--- src/verilog/fifo_pkg.sv ---
`default_nettype none

// status types of the FIFO controller
package fifo_pkg;

	//////////////////////////////
	// fill level

	// coarse occupancy in quarters of the depth
	// top two bits of the count, overflow bit forces the high quarter
	typedef enum logic [1:0] {
		LEVEL_LOW     = 2'd0,
		LEVEL_QUARTER = 2'd1,
		LEVEL_HALF    = 2'd2,
		LEVEL_HIGH    = 2'd3
	} level_e;

	//////////////////////////////
	// status word

	// all fields are registered in fifo_ctrl
	typedef struct packed {
		logic   full;
		logic   empty;
		logic   almost_full;
		logic   almost_empty;
		level_e level;
	} fifo_status_t;

endpackage

`default_nettype wire

--- src/verilog/stream_pkg.sv ---
`default_nettype none

// beat format shared by the stream ports, the RAM and the read stage
package stream_pkg;

	//////////////////////////////
	// beat layout

	// payload width of one beat
	localparam int BEAT_DATA_WIDTH = 128;

	// one beat on the stream, 129 bits in all
	// last marks the final beat of a packet and is carried through untouched
	typedef struct packed {
		logic [BEAT_DATA_WIDTH-1:0] data;
		logic                       last;
	} beat_t;

endpackage

`default_nettype wire
--- src/verilog/fifo_ctrl.sv ---
`default_nettype none

// pointer, guard bit and flag logic of the FIFO
module fifo_ctrl #(
	parameter int ADDR_WIDTH = 4,
	parameter int AEMPTY_TH  = 2,
	parameter int AFULL_TH   = 2
) (
	input  logic                   clk,
	input  logic                   rst,
	input  logic                   clr,
	input  logic                   wr_req,
	input  logic                   rd_en,
	output logic                   wr_en,
	output logic [ADDR_WIDTH-1:0]  wr_addr,
	output logic [ADDR_WIDTH-1:0]  rd_addr,
	output logic                   rd_avail,
	output fifo_pkg::fifo_status_t status
);

	localparam int DEPTH = 1 << ADDR_WIDTH;

	logic [ADDR_WIDTH-1:0] wp;
	logic [ADDR_WIDTH-1:0] wp_pl1;
	logic [ADDR_WIDTH-1:0] wp_pl2;
	logic [ADDR_WIDTH-1:0] rp;
	logic [ADDR_WIDTH-1:0] rp_pl1;
	// one step ahead, set while count is at depth-1 or above
	logic                  gb2;
	logic [ADDR_WIDTH:0]   cnt;
	logic [ADDR_WIDTH:0]   cnt_nxt;
	logic                  wr_only;
	logic                  rd_only;

	// full decided here only, top feeds the same inverse as in_ready
	assign wr_en   = wr_req & ~status.full;
	assign wr_only = wr_en & ~rd_en;
	assign rd_only = rd_en & ~wr_en;

	assign wp_pl1 = wp + ADDR_WIDTH'(1);
	assign wp_pl2 = wp + ADDR_WIDTH'(2);
	assign rp_pl1 = rp + ADDR_WIDTH'(1);

	assign wr_addr  = wp;
	assign rd_addr  = rp;
	assign rd_avail = ~status.empty;

	//////////////////////////////
	// pointers and guard bits

	always_ff @(posedge clk) begin
		if (!rst || clr) begin
			wp <= '0;
			rp <= '0;
		end else begin
			if (wr_en)
				wp <= wp_pl1;
			if (rd_en)
				rp <= rp_pl1;
		end
	end

	// write leaving one slot free sets it, a read below full clears it
	always_ff @(posedge clk) begin
		if (!rst || clr)
			gb2 <= 1'b0;
		else if (wr_only && wp_pl2 == rp)
			gb2 <= 1'b1;
		else if (rd_only && wp != rp)
			gb2 <= 1'b0;
	end

	//////////////////////////////
	// count and registered flags

	// simultaneous write and read leave the count alone
	always_comb begin
		cnt_nxt = cnt;
		if (wr_only)
			cnt_nxt = cnt + 1'b1;
		else if (rd_only)
			cnt_nxt = cnt - 1'b1;
	end

	always_ff @(posedge clk) begin
		if (!rst || clr) begin
			cnt                 <= '0;
			status.full         <= 1'b0;
			status.empty        <= 1'b1;
			status.almost_full  <= 1'b0;
			status.almost_empty <= 1'b1;
			status.level        <= fifo_pkg::LEVEL_LOW;
		end else begin
			cnt <= cnt_nxt;
			// last free slot taken
			if (wr_only && gb2 && wp_pl1 == rp)
				status.full <= 1'b1;
			else if (rd_only)
				status.full <= 1'b0;
			// last stored beat read out
			if (wr_only)
				status.empty <= 1'b0;
			else if (rd_only && rp_pl1 == wp && !gb2)
				status.empty <= 1'b1;
			status.almost_full  <= int'(cnt_nxt) > DEPTH - AFULL_TH;
			status.almost_empty <= int'(cnt_nxt) < AEMPTY_TH;
			// overflow bit only set at exactly depth
			if (cnt_nxt[ADDR_WIDTH])
				status.level <= fifo_pkg::LEVEL_HIGH;
			else
				status.level <= fifo_pkg::level_e'(cnt_nxt[ADDR_WIDTH-1 -: 2]);
		end
	end

	//////////////////////////////
	// checks

	a_cnt_range: assert property (@(posedge clk) disable iff (!rst)
		int'(cnt) <= DEPTH)
		else $error("fifo_ctrl: count above depth");

	a_full_empty: assert property (@(posedge clk) disable iff (!rst)
		!(status.full && status.empty))
		else $error("fifo_ctrl: full and empty both set");

	// read stage must wait for stored data
	a_rd_avail: assert property (@(posedge clk) disable iff (!rst)
		rd_en |-> rd_avail)
		else $error("fifo_ctrl: read issued with nothing available");

endmodule

`default_nettype wire

--- src/verilog/fifo_ram.sv ---
`default_nettype none

// simple dual-port RAM, one write port and one registered read port
module fifo_ram #(
	parameter int ADDR_WIDTH = 4
) (
	input  logic                  clk,
	input  logic                  wr_en,
	input  logic [ADDR_WIDTH-1:0] wr_addr,
	input  stream_pkg::beat_t     wr_data,
	input  logic                  rd_en,
	input  logic [ADDR_WIDTH-1:0] rd_addr,
	output stream_pkg::beat_t     rd_data
);

	localparam int DEPTH = 1 << ADDR_WIDTH;

	// storage array, no reset on payload
	stream_pkg::beat_t mem [DEPTH];

	// write port
	always_ff @(posedge clk) begin
		if (wr_en)
			mem[wr_addr] <= wr_data;
	end

	// read port, one cycle of latency
	// output holds its value when no read is issued
	always_ff @(posedge clk) begin
		if (rd_en)
			rd_data <= mem[rd_addr];
	end

endmodule

`default_nettype wire

--- src/verilog/fifo_read_stage.sv ---
`default_nettype none

// issues RAM reads and holds up to two beats behind a valid/ready port
module fifo_read_stage (
	input  logic              clk,
	input  logic              rst,
	input  logic              clr,
	input  logic              rd_avail,
	input  stream_pkg::beat_t rd_data,
	output logic              rd_en,
	output stream_pkg::beat_t out_data,
	output logic              out_valid,
	input  logic              out_ready
);

	// beats held in the output buffer
	typedef enum logic [1:0] {
		FILL_NONE = 2'd0,
		FILL_ONE  = 2'd1,
		FILL_TWO  = 2'd2
	} fill_e;

	fill_e             fill;
	// one RAM read issued last edge, data arrives now
	logic              inflight;
	logic              pop;
	logic              push;
	logic [1:0]        held;
	logic [1:0]        held_pop;
	logic [1:0]        budget;
	// head drives the port, tail is the second entry
	stream_pkg::beat_t head;
	stream_pkg::beat_t tail;

	assign held      = fill;
	assign out_valid = fill != FILL_NONE;
	assign out_data  = head;

	assign pop  = out_valid & out_ready;
	assign push = inflight;

	// beats left after this cycle's pop, then the read in flight on top
	assign held_pop = held - {1'b0, pop};
	assign budget   = held_pop + {1'b0, inflight};

	// stay at most two beats ahead of the consumer
	assign rd_en = rd_avail & (budget < 2'd2);

	//////////////////////////////
	// control state

	always_ff @(posedge clk) begin
		if (!rst || clr) begin
			fill     <= FILL_NONE;
			inflight <= 1'b0;
		end else begin
			fill     <= fill_e'(held_pop + {1'b0, push});
			inflight <= rd_en;
		end
	end

	//////////////////////////////
	// output buffer

	always_ff @(posedge clk) begin
		// shift up on a pop
		if (pop)
			head <= tail;
		// new beat lands in the first free entry
		// overrides the shift when the buffer drains to nothing
		if (push) begin
			if (held_pop == 2'd0)
				head <= rd_data;
			else
				tail <= rd_data;
		end
	end

	// held beats plus the read in flight fit the two entries
	a_budget: assert property (@(posedge clk) disable iff (!rst)
		(3'(held) + 3'(inflight)) <= 3'd2)
		else $error("fifo_read_stage: output buffer overcommitted");

endmodule

`default_nettype wire

--- src/verilog/stream_fifo_top.sv ---
`default_nettype none

// stream FIFO, controller plus RAM plus output read stage
module stream_fifo_top #(
	parameter int ADDR_WIDTH = 4,
	parameter int AEMPTY_TH  = 2,
	parameter int AFULL_TH   = 2
) (
	input  logic                   clk,
	input  logic                   rst,
	input  logic                   clr,
	input  stream_pkg::beat_t      in_data,
	input  logic                   in_valid,
	output logic                   in_ready,
	output stream_pkg::beat_t      out_data,
	output logic                   out_valid,
	input  logic                   out_ready,
	output fifo_pkg::fifo_status_t status
);

	logic                  wr_en;
	logic [ADDR_WIDTH-1:0] wr_addr;
	logic [ADDR_WIDTH-1:0] rd_addr;
	logic                  rd_en;
	logic                  rd_avail;
	stream_pkg::beat_t     rd_data;

	// same inverted full that gates wr_en in the controller
	assign in_ready = ~status.full;

	fifo_ctrl #(
		.ADDR_WIDTH(ADDR_WIDTH),
		.AEMPTY_TH (AEMPTY_TH),
		.AFULL_TH  (AFULL_TH)
	) i_fifo_ctrl (
		.clk     (clk),
		.rst     (rst),
		.clr     (clr),
		.wr_req  (in_valid),
		.rd_en   (rd_en),
		.wr_en   (wr_en),
		.wr_addr (wr_addr),
		.rd_addr (rd_addr),
		.rd_avail(rd_avail),
		.status  (status)
	);

	fifo_ram #(
		.ADDR_WIDTH(ADDR_WIDTH)
	) i_fifo_ram (
		.clk    (clk),
		.wr_en  (wr_en),
		.wr_addr(wr_addr),
		.wr_data(in_data),
		.rd_en  (rd_en),
		.rd_addr(rd_addr),
		.rd_data(rd_data)
	);

	fifo_read_stage i_fifo_read_stage (
		.clk      (clk),
		.rst      (rst),
		.clr      (clr),
		.rd_avail (rd_avail),
		.rd_data  (rd_data),
		.rd_en    (rd_en),
		.out_data (out_data),
		.out_valid(out_valid),
		.out_ready(out_ready)
	);

endmodule

`default_nettype wire

--- config.mk ---
export PLATFORM = sky130hd
export DESIGN_NAME = stream_fifo_top
export DESIGN_NICKNAME = d
export VERILOG_FILES = /design/src/verilog/fifo_pkg.sv /design/src/verilog/stream_pkg.sv /design/src/verilog/fifo_ctrl.sv /design/src/verilog/fifo_ram.sv /design/src/verilog/fifo_read_stage.sv /design/src/verilog/stream_fifo_top.sv
export SDC_FILE = /design/constraint.sdc
export NUM_CORES = 2
export LEC_CHECK = 0
export ABC_CLOCK_PERIOD_IN_PS = 22600
export BUFFER_PORTS_ARGS = -buffer_cell sky130_fd_sc_hd__buf_2
export CORE_ASPECT_RATIO = 1.2
export CORE_MARGIN = 2
export CORE_UTILIZATION = 40
export CTS_BUF_LIST = sky130_fd_sc_hd__clkbuf_8 sky130_fd_sc_hd__clkbuf_16
export DETAILED_ROUTE_END_ITERATION = 12
export PLACE_DENSITY_LB_ADDON = 0.05
export SETUP_SLACK_MARGIN = 0.05
export SYNTH_ARGS = -nofsm -noshare
export SYNTH_HDL_FRONTEND = slang
export SYNTH_SLANG_ARGS = --single-unit
--- constraint.sdc ---
create_clock -name clk -period 22.6 [get_ports clk]
set_clock_uncertainty 0.05 [all_clocks]
set_input_delay 0 -clock clk [delete_from_list [all_inputs] [get_ports clk]]
set_output_delay 0 -clock clk [all_outputs]
set_load 0.005 [all_outputs]
==> summary.md <==
| Metric | Value |
|---|---|
| Outcome | completed |
| Setup Viol. Count Final | 0 |
| Pwr per Cell Area | 92.2 nW/µm² |
| Worst skew pair latency | roughly 0.81 ns |
| I/O pin count | ~270 |
| Pin count of the biggest net entering global routing | 129 |
| Final ANT Viol Nets | 0 |
| # fillers | ~19,000 |
| Setup TNS | 0 ns |
| Cts repair resizes | 0 |
| Overflow after GRT | 0 |
| Die area | between 200,000 and 250,000 µm² |
| Number of iterations in the first detailed-routing pass | 6 |
| Routability cong. | ~0.70 |
| DR iter-0 viols | 3,451 |
| Htree depth | 5 |
| Die height | ~530 µm |
| Vias in the first global route | around 46,000 |
| Clk pwr share | 0.430 |
| Post-Syn Area per Cell | 22.0 µm² |
| CP arrival | between 5 and 6 ns |
| Peak supply drop | around 0.063 mV |
| Period utilization | 0.239 |
| Finished Layout Cells | around 8,000 |
| Sink Count | roughly 2,500 |
| Tmin final | about 5.4 ns |
| Fraction of layout cells with a size suffix above 1 | 0.272 |
| Comb pwr share | 0.042 |
| Routed len/inst | approximately 29 µm |
| Die width | around 440 µm |
| Worst Path Required | about 23 ns |
| Via count | between 40,000 and 50,000 |
| Top_reg_cell synth | edfxtp_1 |
| Placed Cells | between 7,000 and 8,000 |
| Unrepaired setup endpoints after global routing | false |
| Net count after synthesis | approximately 4,300 |
| Layout area overhead | 16.4% |
| Root buffer cell | clkbuf_16 |
| #FFs+latches synth | about 2,500 |
| Worst Hold Class | in2reg |
| Synth unique cells | between 50 and 60 |
| Hold-fix buffers, CTS | roughly 160 |
| Critical path type | reg2reg |
| Crit path launch type | register |
| Max Buffers Root-to-Sink | 4 |
| # DRC | 0 |
| Final net count | between 4,000 and 5,000 |
| Ys async rst share | 0 |
| Sw Ratio | 0.209 |
| Max-slew violation count | 0 |
| Via density | between 5 and 6 |
| GRT Total Usage | 0.199 |
| Routed wire length | approximately 230,000 µm |
| Peak Freq | 185 MHz |
| CP Capture Type | register |
| Post-CTS Repair Setup Buffers | 0 |
| HPWL Detailed | between 100,000 and 150,000 µm |
| Synth warn | 0 |
| Flop pwr share | 0.528 |
| Hold Fails Final Rpt | 0 |
| Initial core utilization | 0.403 |
| Core Region | ~230,000 µm² |
| Port bufs | 270 |
| Seq/Total Area, Yosys | 0.791 |
| Rel. slew slack | 0.206 |
| Cell Area, Synth | 92,000 µm² |
| Initial antenna violation count | 30 |
| Cell Rows | roughly 190 |
| Max Cap Violations | 0 |
| TritonCTS Buffers | 267 |
| Reg clk slew, reported paths | around 0.060 ns |
| CP Max Fanout | 78 |
| Int Pwr | about 0.0078 W |
| Leak | around 34 nW |
| CTS tree | yes |
| Least-Margin Pin Slew | 1.19 ns |
| Switching power | 0.00206 W |
| First-pass GRT wire length | ~340,000 µm |
| Cells after synthesis | roughly 4,200 |
| EDFF count, synth | approximately 2,300 |
## path summary, 6_finish.rpt
path / from / end / slack (ns) / depth (start not counted)
hold / removal: in_data[73] / i_fifo_ram.mem[8][73] / 0.07 / 2
hold reg to reg: i_fifo_ram.rd_data[31] / i_fifo_read_stage.tail[31] / 0.39 / 0
setup reg to reg: i_fifo_ctrl.rd_addr[0] / i_fifo_ram.rd_data[103] / 17.21 / 6
setup / recovery: i_fifo_ctrl.rd_addr[0] / i_fifo_ram.rd_data[103] / 17.21 / 6
## cells by family after synthesis
| family | after synthesis | synth area share |
|---|---|---|
| AO/OA/AOI/OAI | 266 | 0.0183 |
| XOR/XNOR | 20 | 0.00222 |
| adder cells (fa/ha/maj) | 10 | 0.00136 |
| buffers and inverters | 235 | 0.0127 |
| flip-flops | 2474 | 0.791 |
| multiplexers | 648 | 0.151 |
| AND/OR/NAND/NOR | 522 | 0.0238 |
## power by group through the flow
stage | combinational (W) | sequential [W] | clock (W)
2_1_floorplan | 0.000178 | 0.00528 | 0
4_1_cts | 0.000421 | 0.00522 | 0.00437
6_report | 0.000410 | 0.00521 | 0.00425
5_1_grt | 0.000454 | 0.00522 | 0.00453
3_5_place_dp | 0.000393 | 0.00531 | 0
3_3_place_gp | 0.000388 | 0.00531 | 0
## metal layers
layer / wire length, µm / vias to the layer above / global-route usage
met5: 207 / - / 0
met4: 4920 / 32 / 0.0504
met3: 10300 / 336 / 0.0323
met2: 114000 / 922 / 0.330
met1: 104000 / 23800 / 0.277
li1: - / 18400 / -
## area by class of cell
type	count	area, µm²	share of cell area
inverters	9	46.3	0.000432
repair buffers	518	3760	0.0351
flip-flops and latches	2474	72800	0.680
clock buffers	298	7250	0.0678
clock inverters	177	1230	0.0115
diodes	11	27.5	0.000257
well taps	3007	3760	0.0351
multi-input cells	1466	18200	0.170
## through the flow
step	area (µm²)	total power (W)	hold slack [ns]	setup slack [ns]	util
final	107000	0.00987	0.0659	17.21	0.469
after global routing	107000	0.0102	0.0462	16.56	0.468
after CTS	107000	0.0100	0.000182	16.79	0.468
after detailed placement	97000	0.00570	0.337	16.78	0.424
after global placement	97000	0.00570	0.332	16.78	0.424
after floorplan	92000	0.00546	0.0489	11.00	-
## layout by cell type, fill, tap and decap left out, types with 3 or more instances in the layout
cell type         n
buf_12           12
clkbuf_16       280
and2_1            3
inv_6             9
nor2_4           12
nand2b_1          6
o21ai_0           3
mux4_2          588
inv_1            76
nand2_1         276
xnor2_1           8
a21oi_1          64
a31oi_1         129
diode_2          11
dlygate4sd3_1   157
nor3_1            3
edfxtp_1       2322
dfxtp_4           4
mux2i_1          59
xor2_1           10
dfxtp_1         148
ha_1             10
a211oi_1         57
nor3_2            5
clkinv_1         44
buf_2           270
clkinvlp_4        6
bufinv_16        17
clkbuf_8         18
nor2_1          142
clkinv_2         31
buf_4            79
or2_2             3
nor2b_1          59
## flip-flops by register name (all words and copies together), names as in the netlist
name and cells:
i_fifo_read_stage.out_data 129, i_fifo_read_stage.fill 2, i_fifo_read_stage.inflight 1, i_fifo_ctrl.rd_addr 4
i_fifo_ctrl.wr_addr 4, i_fifo_ctrl.gb2 1, i_fifo_ram.rd_data 129, i_fifo_ram.mem 2064
i_fifo_ctrl.cnt 5, i_fifo_read_stage.tail 129, i_fifo_ctrl.status 6
## cell usage after synthesis, types with 2 or more instances
| cell | n | area share |
|---|---|---|
| ha_1 | 10 | 0.0014 |
| mux2i_1 | 59 | 0.0064 |
| clkbuf_1 | 120 | 0.0049 |
| buf_4 | 37 | 0.0030 |
| xnor2_1 | 8 | 0.00076 |
| nor4_1 | 2 | 0.00014 |
| nor2b_1 | 59 | 0.0040 |
| mux4_2 | 588 | 0.14 |
| edfxtp_1 | 2322 | 0.76 |
| buf_1 | 19 | 0.00078 |
| inv_1 | 8 | 0.00033 |
| a31oi_1 | 129 | 0.0088 |
| o21ai_0 | 3 | 0.00016 |
| nand3_1 | 3 | 0.00016 |
| nand2_1 | 277 | 0.011 |
| xor2_1 | 10 | 0.00095 |
| or2_2 | 3 | 0.00020 |
| nor2_1 | 154 | 0.0063 |
| buf_6 | 13 | 0.0016 |
| buf_2 | 37 | 0.0020 |
| dfxtp_1 | 152 | 0.033 |
| nand2b_1 | 6 | 0.00041 |
| nor3_1 | 7 | 0.00038 |
| a21oi_1 | 64 | 0.0035 |
| a211oi_1 | 57 | 0.0047 |
| and2_1 | 3 | 0.00020 |
## worst max-delay path, cell delays in order (launching register included)
cell and delay [ns]:
dfxtp_4 0.87, buf_12 0.53, buf_4 0.85, buf_4 0.80
buf_4 0.82, mux4_2 0.60, mux4_2 0.49
(Power assumes the default switching activity.)
